`config.mk`:
```
export PLATFORM = sky130hd
export DESIGN_NAME = du_subsystem_top
export DESIGN_NICKNAME = d
export VERILOG_FILES = /design/src/common/du_cpu_pkg.sv /design/src/common/du_cmd_pkg.sv /design/src/rtl/du_subsystem_top.sv /design/src/debug_unit/debug_unit_top.sv /design/src/debug_unit/du_regfile_tx.sv /design/src/debug_unit/du_imem_loader.sv /design/src/debug_unit/du_master.sv /design/src/rtl/du_byte_fifo.sv
export SDC_FILE = /design/constraint.sdc
export NUM_CORES = 1
export LEC_CHECK = 0
export BUFFER_PORTS_ARGS = -buffer_cell sky130_fd_sc_hd__buf_2
export CAP_MARGIN = 5
export CORE_MARGIN = 4
export CORE_UTILIZATION = 63
export DETAILED_ROUTE_END_ITERATION = 8
export PLACE_DENSITY = 0.95
export SKIP_LAST_GASP = 1
export SLEW_MARGIN = 20
export SYNTH_ARGS = -nofsm -noshare
export SYNTH_HDL_FRONTEND = slang
export SYNTH_SLANG_ARGS = --single-unit
```
`constraint.sdc`:
```
create_clock -name clk -period 4.98 [get_ports clk]
set_clock_uncertainty 0.1 [all_clocks]
set_input_delay 1.245 -clock clk [delete_from_list [all_inputs] [get_ports clk]]
set_output_delay 1.245 -clock clk [all_outputs]
set_load 0.03 [all_outputs]
```
`src/common/du_cpu_pkg.sv`:
```
// CPU-side sizes seen by the debug unit
// PC, register, instruction, IMEM address and write size code
package du_cpu_pkg;

    localparam int NB_PC           = 32;
    localparam int NB_REG          = 32;
    localparam int NB_INSTRUCTION  = 32;
    localparam int IMEM_ADDR_WIDTH = 8;   // Word addressed
    localparam int NB_REGFILE_ADDR = 5;
    localparam int N_REGS          = 32;

    localparam int                  NB_WSIZE   = 2;
    localparam logic [NB_WSIZE-1:0] WSIZE_WORD = 2'b10;

    localparam int BYTES_PER_WORD = 4;
    localparam int NB_BYTE_SEL    = $clog2(BYTES_PER_WORD);  // Byte index within a word

endpackage

```
`src/common/du_cmd_pkg.sv`:
```
// Debug link definitions
// UART byte width, command opcodes and reply codes
package du_cmd_pkg;

    localparam int NB_UART_DATA = 8;  // One UART frame

    // Command opcodes are plain ASCII letters
    typedef enum logic [NB_UART_DATA-1:0] {
        CMD_LOAD = 8'h4C,  // 'L'
        CMD_STEP = 8'h53,  // 'S'
        CMD_RUN  = 8'h52,  // 'R'
        CMD_HALT = 8'h48,  // 'H'
        CMD_REGS = 8'h47   // 'G'
    } du_cmd_e;

    localparam logic [NB_UART_DATA-1:0] REPLY_ACK = 8'h06;
    localparam logic [NB_UART_DATA-1:0] REPLY_NAK = 8'h15;

endpackage
```
`src/rtl/du_subsystem_top.sv`:
```
`timescale 1ns/1ns
// Debug subsystem top
// Receive byte FIFO feeding the debug unit
module du_subsystem_top (
    input  logic [du_cmd_pkg::NB_UART_DATA-1:0]    i_rx_data,
    input  logic                                   i_rx_done,
    output logic                                   o_rx_full,
    output logic                                   o_tx_start,
    output logic [du_cmd_pkg::NB_UART_DATA-1:0]    o_tx_data,
    input  logic                                   i_tx_done,
    output logic                                   o_cpu_en,
    input  logic [du_cpu_pkg::NB_PC-1:0]           i_pc,
    output logic                                   o_regfile_rd,
    output logic [du_cpu_pkg::NB_REGFILE_ADDR-1:0] o_regfile_raddr,
    input  logic [du_cpu_pkg::NB_REG-1:0]          i_regfile_data,
    output logic [du_cpu_pkg::NB_INSTRUCTION-1:0]  o_imem_data,
    output logic [du_cpu_pkg::IMEM_ADDR_WIDTH-1:0] o_imem_waddr,
    output logic [du_cpu_pkg::NB_WSIZE-1:0]        o_imem_wsize,
    output logic                                   o_imem_wen,
    input  logic                                   i_rst,
    input  logic                                   clk
);
    import du_cmd_pkg::*;

    logic [NB_UART_DATA-1:0] rx_head;  // FIFO head byte
    logic                    rx_empty;
    logic                    rx_rd;

    du_byte_fifo #(
        .DEPTH (16)
    ) u_rx_fifo (
        .i_wr    (i_rx_done),
        .i_wdata (i_rx_data),
        .i_rd    (rx_rd),
        .o_rdata (rx_head),
        .o_empty (rx_empty),
        .o_full  (o_rx_full),
        .i_rst   (i_rst),
        .clk     (clk)
    );

    debug_unit_top u_debug_unit (
        .o_cpu_en        (o_cpu_en),
        .o_tx_start      (o_tx_start),
        .o_tx_data       (o_tx_data),
        .o_rd            (rx_rd),
        .o_imem_data     (o_imem_data),
        .o_imem_waddr    (o_imem_waddr),
        .o_imem_wsize    (o_imem_wsize),
        .o_imem_wen      (o_imem_wen),
        .o_regfile_rd    (o_regfile_rd),
        .o_regfile_raddr (o_regfile_raddr),
        .i_pc            (i_pc),
        .i_regfile_data  (i_regfile_data),
        .i_rx_data       (rx_head),
        .i_rx_avail      (!rx_empty),
        .i_tx_done       (i_tx_done),
        .i_rst           (i_rst),
        .clk             (clk)
    );

endmodule

```
`src/debug_unit/debug_unit_top.sv`:
```
`timescale 1ns/1ns
// Debug unit top
// Master, IMEM loader and register sender with ORed UART outputs
module debug_unit_top (
    output logic                                   o_cpu_en,
    output logic                                   o_tx_start,
    output logic [du_cmd_pkg::NB_UART_DATA-1:0]    o_tx_data,
    output logic                                   o_rd,
    output logic [du_cpu_pkg::NB_INSTRUCTION-1:0]  o_imem_data,
    output logic [du_cpu_pkg::IMEM_ADDR_WIDTH-1:0] o_imem_waddr,
    output logic [du_cpu_pkg::NB_WSIZE-1:0]        o_imem_wsize,
    output logic                                   o_imem_wen,
    output logic                                   o_regfile_rd,
    output logic [du_cpu_pkg::NB_REGFILE_ADDR-1:0] o_regfile_raddr,
    input  logic [du_cpu_pkg::NB_PC-1:0]           i_pc,
    input  logic [du_cpu_pkg::NB_REG-1:0]          i_regfile_data,
    input  logic [du_cmd_pkg::NB_UART_DATA-1:0]    i_rx_data,
    input  logic                                   i_rx_avail,
    input  logic                                   i_tx_done,
    input  logic                                   i_rst,
    input  logic                                   clk
);
    import du_cmd_pkg::*;

    logic                    load_start;
    logic                    regs_start;
    logic                    loader_done;
    logic                    regs_done;
    logic                    master_tx_start;
    logic                    loader_tx_start;
    logic                    regs_tx_start;
    logic [NB_UART_DATA-1:0] master_tx_data;
    logic [NB_UART_DATA-1:0] loader_tx_data;
    logic [NB_UART_DATA-1:0] regs_tx_data;
    logic                    master_rd;
    logic                    loader_rd;

    // Idle blocks hold zero, so OR merges the owner's signals
    assign o_tx_start = master_tx_start | loader_tx_start | regs_tx_start;
    assign o_tx_data  = master_tx_data | loader_tx_data | regs_tx_data;
    assign o_rd       = master_rd | loader_rd;

    du_master u_du_master (
        .o_cpu_en          (o_cpu_en),
        .o_load_start      (load_start),
        .o_send_regs_start (regs_start),
        .o_tx_start        (master_tx_start),
        .o_tx_data         (master_tx_data),
        .o_rd              (master_rd),
        .i_loader_done     (loader_done),
        .i_send_regs_done  (regs_done),
        .i_pc              (i_pc),
        .i_rx_data         (i_rx_data),
        .i_rx_avail        (i_rx_avail),
        .i_tx_done         (i_tx_done),
        .i_rst             (i_rst),
        .clk               (clk)
    );

    du_imem_loader u_du_imem_loader (
        .o_done       (loader_done),
        .o_tx_start   (loader_tx_start),
        .o_tx_data    (loader_tx_data),
        .o_rd         (loader_rd),
        .o_imem_data  (o_imem_data),
        .o_imem_waddr (o_imem_waddr),
        .o_imem_wsize (o_imem_wsize),
        .o_imem_wen   (o_imem_wen),
        .i_start      (load_start),
        .i_rx_data    (i_rx_data),
        .i_rx_avail   (i_rx_avail),
        .i_tx_done    (i_tx_done),
        .i_rst        (i_rst),
        .clk          (clk)
    );

    du_regfile_tx u_du_regfile_tx (
        .o_done          (regs_done),
        .o_tx_start      (regs_tx_start),
        .o_tx_data       (regs_tx_data),
        .o_regfile_rd    (o_regfile_rd),
        .o_regfile_raddr (o_regfile_raddr),
        .i_start         (regs_start),
        .i_regfile_data  (i_regfile_data),
        .i_tx_done       (i_tx_done),
        .i_rst           (i_rst),
        .clk             (clk)
    );

    a_single_tx_owner: assert property (@(posedge clk) disable iff (i_rst)
        $onehot0({master_tx_start, loader_tx_start, regs_tx_start}))
        else $error("More than one debug block started a UART byte");

endmodule

```
`src/debug_unit/du_regfile_tx.sv`:
```
`timescale 1ns/1ns
// Register file sender
// Reads registers 0 to 31 and sends each as four bytes, LSB first
module du_regfile_tx (
    output logic                                   o_done,
    output logic                                   o_tx_start,
    output logic [du_cmd_pkg::NB_UART_DATA-1:0]    o_tx_data,
    output logic                                   o_regfile_rd,
    output logic [du_cpu_pkg::NB_REGFILE_ADDR-1:0] o_regfile_raddr,
    input  logic                                   i_start,
    input  logic [du_cpu_pkg::NB_REG-1:0]          i_regfile_data,
    input  logic                                   i_tx_done,
    input  logic                                   i_rst,
    input  logic                                   clk
);
    import du_cmd_pkg::*;
    import du_cpu_pkg::*;

    typedef enum logic [2:0] {
        ST_IDLE, ST_WAIT_DATA, ST_CAPTURE, ST_SEND, ST_WAIT_TX
    } regtx_state_e;

    regtx_state_e           state;
    logic [NB_REG-1:0]      word_q;
    logic [NB_BYTE_SEL-1:0] byte_cnt;

    always_ff @(posedge clk) begin
        if (i_rst) begin
            state           <= ST_IDLE;
            o_done          <= 1'b0;
            o_tx_start      <= 1'b0;
            o_tx_data       <= '0;
            o_regfile_rd    <= 1'b0;
            o_regfile_raddr <= '0;
            byte_cnt        <= '0;
        end else begin
            o_done       <= 1'b0;
            o_tx_start   <= 1'b0;
            o_regfile_rd <= 1'b0;
            case (state)
                ST_IDLE: begin
                    if (i_start) begin
                        o_regfile_rd    <= 1'b1;
                        o_regfile_raddr <= '0;
                        state           <= ST_WAIT_DATA;
                    end
                end
                ST_WAIT_DATA: state <= ST_CAPTURE;  // Read port answers a cycle later
                ST_CAPTURE: begin
                    word_q   <= i_regfile_data;
                    byte_cnt <= '0;
                    state    <= ST_SEND;
                end
                ST_SEND: begin
                    o_tx_start <= 1'b1;
                    o_tx_data  <= word_q[NB_UART_DATA-1:0];
                    word_q     <= word_q >> NB_UART_DATA;
                    state      <= ST_WAIT_TX;
                end
                ST_WAIT_TX: begin
                    if (i_tx_done) begin
                        o_tx_data <= '0;
                        if (byte_cnt != NB_BYTE_SEL'(BYTES_PER_WORD - 1)) begin
                            byte_cnt <= byte_cnt + 1'b1;
                            state    <= ST_SEND;
                        end else if (o_regfile_raddr == NB_REGFILE_ADDR'(N_REGS - 1)) begin
                            o_done <= 1'b1;  // Whole file sent
                            state  <= ST_IDLE;
                        end else begin
                            o_regfile_rd    <= 1'b1;
                            o_regfile_raddr <= o_regfile_raddr + 1'b1;
                            state           <= ST_WAIT_DATA;
                        end
                    end
                end
                default: state <= ST_IDLE;
            endcase
        end
    end

endmodule

```
`src/debug_unit/du_imem_loader.sv`:
```
`timescale 1ns/1ns
// Instruction memory loader
// Count byte, then little-endian words written from address 0, then ACK
module du_imem_loader (
    output logic                                      o_done,
    output logic                                      o_tx_start,
    output logic [du_cmd_pkg::NB_UART_DATA-1:0]       o_tx_data,
    output logic                                      o_rd,
    output logic [du_cpu_pkg::NB_INSTRUCTION-1:0]     o_imem_data,
    output logic [du_cpu_pkg::IMEM_ADDR_WIDTH-1:0]    o_imem_waddr,
    output logic [du_cpu_pkg::NB_WSIZE-1:0]           o_imem_wsize,
    output logic                                      o_imem_wen,
    input  logic                                      i_start,
    input  logic [du_cmd_pkg::NB_UART_DATA-1:0]       i_rx_data,
    input  logic                                      i_rx_avail,
    input  logic                                      i_tx_done,
    input  logic                                      i_rst,
    input  logic                                      clk
);
    import du_cmd_pkg::*;
    import du_cpu_pkg::*;

    typedef enum logic [2:0] {
        ST_IDLE, ST_COUNT, ST_DATA, ST_ACK, ST_WAIT_TX
    } loader_state_e;

    loader_state_e           state;
    logic [NB_UART_DATA-1:0] words_left;
    logic [NB_BYTE_SEL-1:0]  byte_cnt;

    assign o_imem_wsize = o_imem_wen ? WSIZE_WORD : '0;

    always_ff @(posedge clk) begin
        if (i_rst) begin
            state        <= ST_IDLE;
            o_done       <= 1'b0;
            o_tx_start   <= 1'b0;
            o_tx_data    <= '0;
            o_rd         <= 1'b0;
            o_imem_wen   <= 1'b0;
            o_imem_waddr <= '0;
            byte_cnt     <= '0;
        end else begin
            o_done     <= 1'b0;
            o_tx_start <= 1'b0;
            o_rd       <= 1'b0;
            o_imem_wen <= 1'b0;
            if (o_imem_wen) o_imem_waddr <= o_imem_waddr + 1'b1;  // Next word slot
            case (state)
                ST_IDLE: begin
                    if (i_start) begin
                        o_imem_waddr <= '0;
                        byte_cnt     <= '0;
                        state        <= ST_COUNT;
                    end
                end
                ST_COUNT: begin
                    // !o_rd skips the cycle in which the popped byte is still at the head
                    if (i_rx_avail && !o_rd) begin
                        o_rd       <= 1'b1;
                        words_left <= i_rx_data;
                        state      <= (i_rx_data == '0) ? ST_ACK : ST_DATA;
                    end
                end
                ST_DATA: begin
                    if (i_rx_avail && !o_rd) begin
                        o_rd        <= 1'b1;
                        o_imem_data <= {i_rx_data, o_imem_data[NB_INSTRUCTION-1:NB_UART_DATA]};
                        byte_cnt    <= byte_cnt + 1'b1;  // Wraps after the last byte
                        if (byte_cnt == NB_BYTE_SEL'(BYTES_PER_WORD - 1)) begin
                            o_imem_wen <= 1'b1;
                            words_left <= words_left - 1'b1;
                            if (words_left == NB_UART_DATA'(1)) state <= ST_ACK;
                        end
                    end
                end
                ST_ACK: begin
                    o_tx_start <= 1'b1;
                    o_tx_data  <= REPLY_ACK;
                    state      <= ST_WAIT_TX;
                end
                ST_WAIT_TX: begin
                    if (i_tx_done) begin
                        o_tx_data <= '0;
                        o_done    <= 1'b1;
                        state     <= ST_IDLE;
                    end
                end
                default: state <= ST_IDLE;
            endcase
        end
    end

endmodule

```
`src/debug_unit/du_master.sv`:
```
`timescale 1ns/1ns
// Debug unit master
// Command decoder, CPU enable control, PC and NAK replies
module du_master (
    output logic                                o_cpu_en,
    output logic                                o_load_start,
    output logic                                o_send_regs_start,
    output logic                                o_tx_start,
    output logic [du_cmd_pkg::NB_UART_DATA-1:0] o_tx_data,
    output logic                                o_rd,
    input  logic                                i_loader_done,
    input  logic                                i_send_regs_done,
    input  logic [du_cpu_pkg::NB_PC-1:0]        i_pc,
    input  logic [du_cmd_pkg::NB_UART_DATA-1:0] i_rx_data,
    input  logic                                i_rx_avail,
    input  logic                                i_tx_done,
    input  logic                                i_rst,
    input  logic                                clk
);
    import du_cmd_pkg::*;
    import du_cpu_pkg::*;

    typedef enum logic [2:0] {
        ST_IDLE, ST_DECODE, ST_WAIT_SUB, ST_STEP,
        ST_RUN, ST_SAMPLE, ST_SEND, ST_WAIT_TX
    } master_state_e;

    master_state_e          state;
    du_cmd_e                cmd_q;
    logic [NB_PC-1:0]       reply_q;   // Shifted out LSB first
    logic [NB_BYTE_SEL-1:0] byte_cnt;
    logic                   tx_busy;

    always_ff @(posedge clk) begin
        if (i_rst) begin
            state             <= ST_IDLE;
            o_cpu_en          <= 1'b0;
            o_load_start      <= 1'b0;
            o_send_regs_start <= 1'b0;
            o_tx_start        <= 1'b0;
            o_tx_data         <= '0;
            o_rd              <= 1'b0;
            byte_cnt          <= '0;
        end else begin
            o_rd              <= 1'b0;  // Strobes last a single cycle
            o_tx_start        <= 1'b0;
            o_load_start      <= 1'b0;
            o_send_regs_start <= 1'b0;
            case (state)
                ST_IDLE: begin
                    if (i_rx_avail) begin
                        o_rd  <= 1'b1;
                        cmd_q <= du_cmd_e'(i_rx_data);
                        state <= ST_DECODE;
                    end
                end
                ST_DECODE: begin
                    case (cmd_q)
                        CMD_LOAD: begin
                            o_load_start <= 1'b1;
                            state        <= ST_WAIT_SUB;
                        end
                        CMD_REGS: begin
                            o_send_regs_start <= 1'b1;
                            state             <= ST_WAIT_SUB;
                        end
                        CMD_STEP: begin
                            o_cpu_en <= 1'b1;
                            state    <= ST_STEP;
                        end
                        CMD_RUN: begin
                            o_cpu_en <= 1'b1;
                            state    <= ST_RUN;
                        end
                        default: begin  // HALT while stopped, or unknown byte
                            reply_q  <= NB_PC'(REPLY_NAK);
                            byte_cnt <= NB_BYTE_SEL'(BYTES_PER_WORD - 1);  // Single byte
                            state    <= ST_SEND;
                        end
                    endcase
                end
                ST_WAIT_SUB: if (i_loader_done || i_send_regs_done) state <= ST_IDLE;
                ST_STEP: begin
                    o_cpu_en <= 1'b0;  // Last enabled cycle of STEP or RUN
                    state    <= ST_SAMPLE;
                end
                ST_RUN: begin
                    // Only HALT matters while running, other bytes are dropped
                    if (i_rx_avail && !o_rd) begin
                        o_rd <= 1'b1;
                        if (i_rx_data == CMD_HALT) state <= ST_STEP;  // Enable drops after the pop
                    end
                end
                ST_SAMPLE: begin
                    reply_q  <= i_pc;  // PC has settled after the last enable
                    byte_cnt <= '0;
                    state    <= ST_SEND;
                end
                ST_SEND: begin
                    o_tx_start <= 1'b1;
                    o_tx_data  <= reply_q[NB_UART_DATA-1:0];
                    reply_q    <= reply_q >> NB_UART_DATA;
                    state      <= ST_WAIT_TX;
                end
                ST_WAIT_TX: begin
                    if (i_tx_done) begin
                        o_tx_data <= '0;
                        if (byte_cnt == NB_BYTE_SEL'(BYTES_PER_WORD - 1)) begin
                            state <= ST_IDLE;
                        end else begin
                            byte_cnt <= byte_cnt + 1'b1;
                            state    <= ST_SEND;
                        end
                    end
                end
                default: state <= ST_IDLE;
            endcase
        end
    end

    // Tracks a byte handed to the UART but not yet finished
    always_ff @(posedge clk) begin
        if (i_rst) tx_busy <= 1'b0;
        else if (o_tx_start) tx_busy <= 1'b1;
        else if (i_tx_done) tx_busy <= 1'b0;
    end

    a_no_start_in_flight: assert property (@(posedge clk) disable iff (i_rst)
        o_tx_start |-> !tx_busy)
        else $error("Master started a byte while the previous one was in flight");

endmodule

```
`src/rtl/du_byte_fifo.sv`:
```
`timescale 1ns/1ns
// Show-ahead receive byte FIFO
// Circular buffer, head byte always on o_rdata
module du_byte_fifo #(
    parameter int DEPTH = 16  // Power of two
) (
    input  logic                                i_wr,
    input  logic [du_cmd_pkg::NB_UART_DATA-1:0] i_wdata,
    input  logic                                i_rd,
    output logic [du_cmd_pkg::NB_UART_DATA-1:0] o_rdata,
    output logic                                o_empty,
    output logic                                o_full,
    input  logic                                i_rst,
    input  logic                                clk
);
    import du_cmd_pkg::*;

    logic [NB_UART_DATA-1:0]  mem [DEPTH];
    logic [$clog2(DEPTH)-1:0] wr_ptr;
    logic [$clog2(DEPTH)-1:0] rd_ptr;
    logic [$clog2(DEPTH):0]   count;  // One extra bit to tell full from empty
    logic                     do_wr;
    logic                     do_rd;

    assign do_wr   = i_wr && !o_full;  // Byte dropped when full
    assign do_rd   = i_rd && !o_empty;
    assign o_rdata = mem[rd_ptr];
    assign o_empty = (count == '0);
    assign o_full  = (count == DEPTH);

    always_ff @(posedge clk) begin
        if (do_wr) mem[wr_ptr] <= i_wdata;
    end

    always_ff @(posedge clk) begin
        if (i_rst) begin
            wr_ptr <= '0;
            rd_ptr <= '0;
            count  <= '0;
        end else begin
            if (do_wr) wr_ptr <= wr_ptr + 1'b1;  // Wraps at DEPTH
            if (do_rd) rd_ptr <= rd_ptr + 1'b1;
            case ({do_wr, do_rd})
                2'b10:   count <= count + 1'b1;
                2'b01:   count <= count - 1'b1;
                default: count <= count;
            endcase
        end
    end

    a_no_rd_when_empty: assert property (@(posedge clk) disable iff (i_rst)
        i_rd |-> !o_empty)
        else $error("Receive FIFO popped while empty");

endmodule

```
==> flow_summary.ini <==
[grt]
grt_start_max_net_pins = 49
grt_pass1_vias = 8202
grt_first_pass_wirelength_um = 44600
antenna_found_initial = 1
groute.usage.overall = 0.257
grt.overflow.total = 0

[synthesis]
ys_warns = 0
synth.mux.area_fraction = 0.0840
synth-seq-cells = 314
syn_nets = 967
synth_compound_gate_area_share = 0.0788
yosys-top-cells-area = edfxtp_1, dfxtp_1, mux4_2, a22o_1, nor2_1
synth_top_area_cell = edfxtp_1
async_set_reset_flop_share_out_of_synthesis = 0
synth.yosys.seq_area_share = 0.683
yosys.area_share.adder = 0.0147
dominant_combinational_cell_family_by_area_after_synthesis = simple AND/OR/NAND/NOR gates
yosys.area.top_type_share = 0.566
post_synth_instance_area_mm2 = 0.0127
synth_enable_flop_cells = 240
synthSimpleGateAreaFrac = 0.0984
synth_xor_area_frac = 0.0172
netlist-cell-type-count = 68
synth_flop_cell = edfxtp_1
postSynthCellCount = 876
synth.avg_cell_area_um2 = 14.5

[clock_tree]
cts_tree = built
post_cts.resized_instances = 0
postCtsSetupBuffers = 0
cts_num_sinks = 314
cts_hold_repair.buffers = 0
clkLatencyLatePin_ps = 560
cts_inserted_buffers = 31
clkSlewWorstSetupHoldPaths_ps = 60
clock_tree.root_cell = clkbuf_16
clock_path_buffers = 3
htreeDepth = 1

[final_layout]
layout.nets = 1100
area_growth_syn_to_layout_pct = 14.5
footprint_of_the_multi_input_gates_mm2 = 0.00375
layout.core_utilization = 0.741
layout-drive-gt1-share = 0.251
layout.filler_cells = 1098
sequential_cell_area_mm2 = 0.00869

[flow_run]
cap_violations = 0

[timing]
rsz_0062_raised_after_global_routing = no
report.final.hold_viol_count = 0
timing.final.max_slew_violations = 0
finalSetupViolations = 0
relSlewSlack = 0.259
timing.setup.tns_ps = 0
worstMarginPinSlew_ps = 1110
finalWorstPathRequiredPeriod_ps = 3520
fmax_mhz = 284
post-route-period-util = 0.706

[setup_path]
critPathMaxStageDelay_ps = 620
critPathRequiredTime_ps = 5350
largest_fanout_of_any_net_on_the_critical_path = 10
critical-path-top-delay-family = simple AND/OR/NAND/NOR gates
worst_setup_path_end_kind = flip-flop
critical_path_arrival_ps = 3890
timing.critical_path.slowest_stage_cell = or4_1
crit_buf_inv = 1
setup.worst_path.class = flip-flop to flip-flop
worstPathCellList = or4_1 > o22ai_1 > inv_2 > ha_1 > xor2_1 > ha_1 > a31oi_1 > xor2_1 > or3_1 > a21oi_1
worstSetupStartpointType = flip-flop

[floorplan]
die_h_um = 150
pin_count = 136
die_area_mm2 = 0.0225
die-width_um = 150
core_mm2 = 0.0197
start_util = 0.648
number_of_rows_created_at_floorplan = 51

[pwr]
p_int_mw = 4.62
power.switching_mw = 1.62
power.density_cell_area_mw_per_mm2 = 429
clock_power_share = 0.356
max_rail_drop_vdd_mv = 0.308
seqPwrFrac = 0.506
combPwrFrac = 0.138
sw_frac_of_total = 0.260
static-leakage-power_nw = 5.25

[place]
gp_congestion = 0.856
sum_of_net_half_perimeters_after_detailed_placement_um = 18100
placement.io_buffers = 134

[detailed_routing]
met2WireLength_um = 14900
detail_route.wirelength.met1_um = 10400
route.met3.wl_um = 2680
drt-initial-drc-count = 896
routed.top_layer = met4
dr.pass1.iters = 6
ant_nets = 0
drt_wl_total_um = 29200
routed-via-count = 8240
drc = 0
routed_wire_length_per_instance_um = 22.5
average_vias_per_placed_instance = 6.34

[outcome]
status = completed

[hold_path]
type_of_the_worst_min_delay_path = flip-flop to flip-flop
[logic make-up (layout without fill, tap and decap cells)]
| kind of cell | Yosys count | in the layout |
|---|---|---|
| xor+xnor | 25 | 25 |
| compound gates | 140 | 140 |
| flops | 314 | 314 |
| buf+inv | 65 | 223 |
| other cells | 1 | 2 |
| mux | 68 | 68 |
| fa+ha+maj | 15 | 15 |
| simple gates | 248 | 248 |
[final cells by class]
type,count,area share
sequential,314,0.596
multi-input combinational,497,0.257
clock inverter,15,0.00833
inverter,19,0.00490
clock buffer,43,0.0577
timing repair buffer,146,0.0522
antenna,1,0.000172
tap,265,0.0228
[synthesized netlist by cell type, drive strengths merged (11+ instances only)]
| master | count |
|---|---|
| buf | 14 |
| mux2 | 24 |
| dfxtp | 74 |
| xor2 | 17 |
| o21ai | 27 |
| nor3 | 18 |
| a22oi | 11 |
| inv | 19 |
| a21oi | 24 |
| mux2i | 16 |
| nand3 | 16 |
| nor2 | 76 |
| and2 | 19 |
| edfxtp | 240 |
| nand2 | 49 |
| a22o | 38 |
| mux4 | 28 |
| ha | 15 |
| clkbuf | 32 |
[flip-flops by register name (all words and copies together), names as in the netlist, 2 cells and up, named ones only]
name	flops
u_debug_unit.u_du_regfile_tx.o_tx_data	8
u_debug_unit.u_du_regfile_tx.state	3
u_debug_unit.u_du_master.state	3
u_debug_unit.u_du_master.byte_cnt	2
u_debug_unit.u_du_regfile_tx.byte_cnt	2
u_rx_fifo.rd_ptr	4
u_debug_unit.u_du_regfile_tx.word_q	32
u_debug_unit.u_du_imem_loader.words_left	8
u_debug_unit.u_du_imem_loader.byte_cnt	2
u_debug_unit.u_du_master.reply_q	32
u_debug_unit.u_du_imem_loader.o_imem_waddr	8
u_debug_unit.u_du_imem_loader.o_imem_data	32
u_rx_fifo.wr_ptr	4
u_debug_unit.u_du_regfile_tx.o_regfile_raddr	5
u_rx_fifo.count	5
u_debug_unit.u_du_master.cmd_q	8
u_rx_fifo.mem	128
u_debug_unit.u_du_imem_loader.state	3
u_debug_unit.u_du_master.o_tx_data	8
[power groups by stage]
stage	registers [mW]	clock network [mW]	logic (mW)
floorplan	3.10	0	0.670
global placement	3.19	0	0.765
global route	3.17	2.35	0.926
CTS	3.15	2.23	0.844
finish	3.16	2.22	0.863
detailed placement	3.20	0	0.811
[layer usage]
metal / track usage / vias to the layer above
li1: - / 3601
met4: 0.108 / 0
met5: 0 / -
met1: 0.322 / 3963
met3: 0.0412 / 118
met2: 0.449 / 558
[worst register-to-register path: stages (launching register included)]
cell and delay (ps):
dfxtp_1 390, or4_1 620, o22ai_1 450, inv_2 200
ha_1 390, xor2_1 210, ha_1 290, a31oi_1 220
xor2_1 120, or3_1 320, a21oi_1 140
[path summary, 6_finish.rpt]
| path | slack, ps | cells after the start | startpoint | end |
|---|---|---|---|---|
| worst max-delay path | 1460 | 10 | u_rx_fifo.count[2] | u_rx_fifo.count[2] |
| worst min-delay path | 340 | 0 | u_debug_unit.u_du_imem_loader.o_imem_data[17] | u_debug_unit.u_du_imem_loader.o_imem_data[9] |
| worst max register to register | 1460 | 10 | u_rx_fifo.count[2] | u_rx_fifo.count[2] |
| worst min register to register | 340 | 0 | u_debug_unit.u_du_imem_loader.o_imem_data[17] | u_debug_unit.u_du_imem_loader.o_imem_data[9] |
[cell usage in the layout (no fill, tap or decap), types with 9 or more instances in the layout]
cell,netlist,final
xor2_1,17,17
buf_2,5,134
mux4_2,26,26
and2_1,19,19
nand2_1,49,49
edfxtp_1,240,240
nor3_1,18,18
buf_4,4,12
a21oi_1,24,24
nand3_1,14,14
nor2_1,76,72
clkbuf_1,32,10
o21ai_0,25,25
a22oi_1,10,10
clkbuf_16,0,31
dfxtp_1,74,73
ha_1,15,15
mux2_2,24,24
a22o_1,38,38
nand4_1,9,9
mux2i_1,16,16
inv_1,18,18
nand2b_1,9,9
[stage by stage]
stage               hold WS [ps]  instance area, um^2  std cells  setup WS, ps  power (mW)
floorplan                    336                12700        876          1480        3.77
CTS                          341                14600       1299          1560        6.23
finish                       338                14600       1300          1460        6.24
global placement             325                13600       1241          1620        3.95
global route                 358                14600       1300          1380        6.45
detailed placement           326                13600       1241          1480        4.01
No activity file was read; power rests on OpenSTA's default activity.
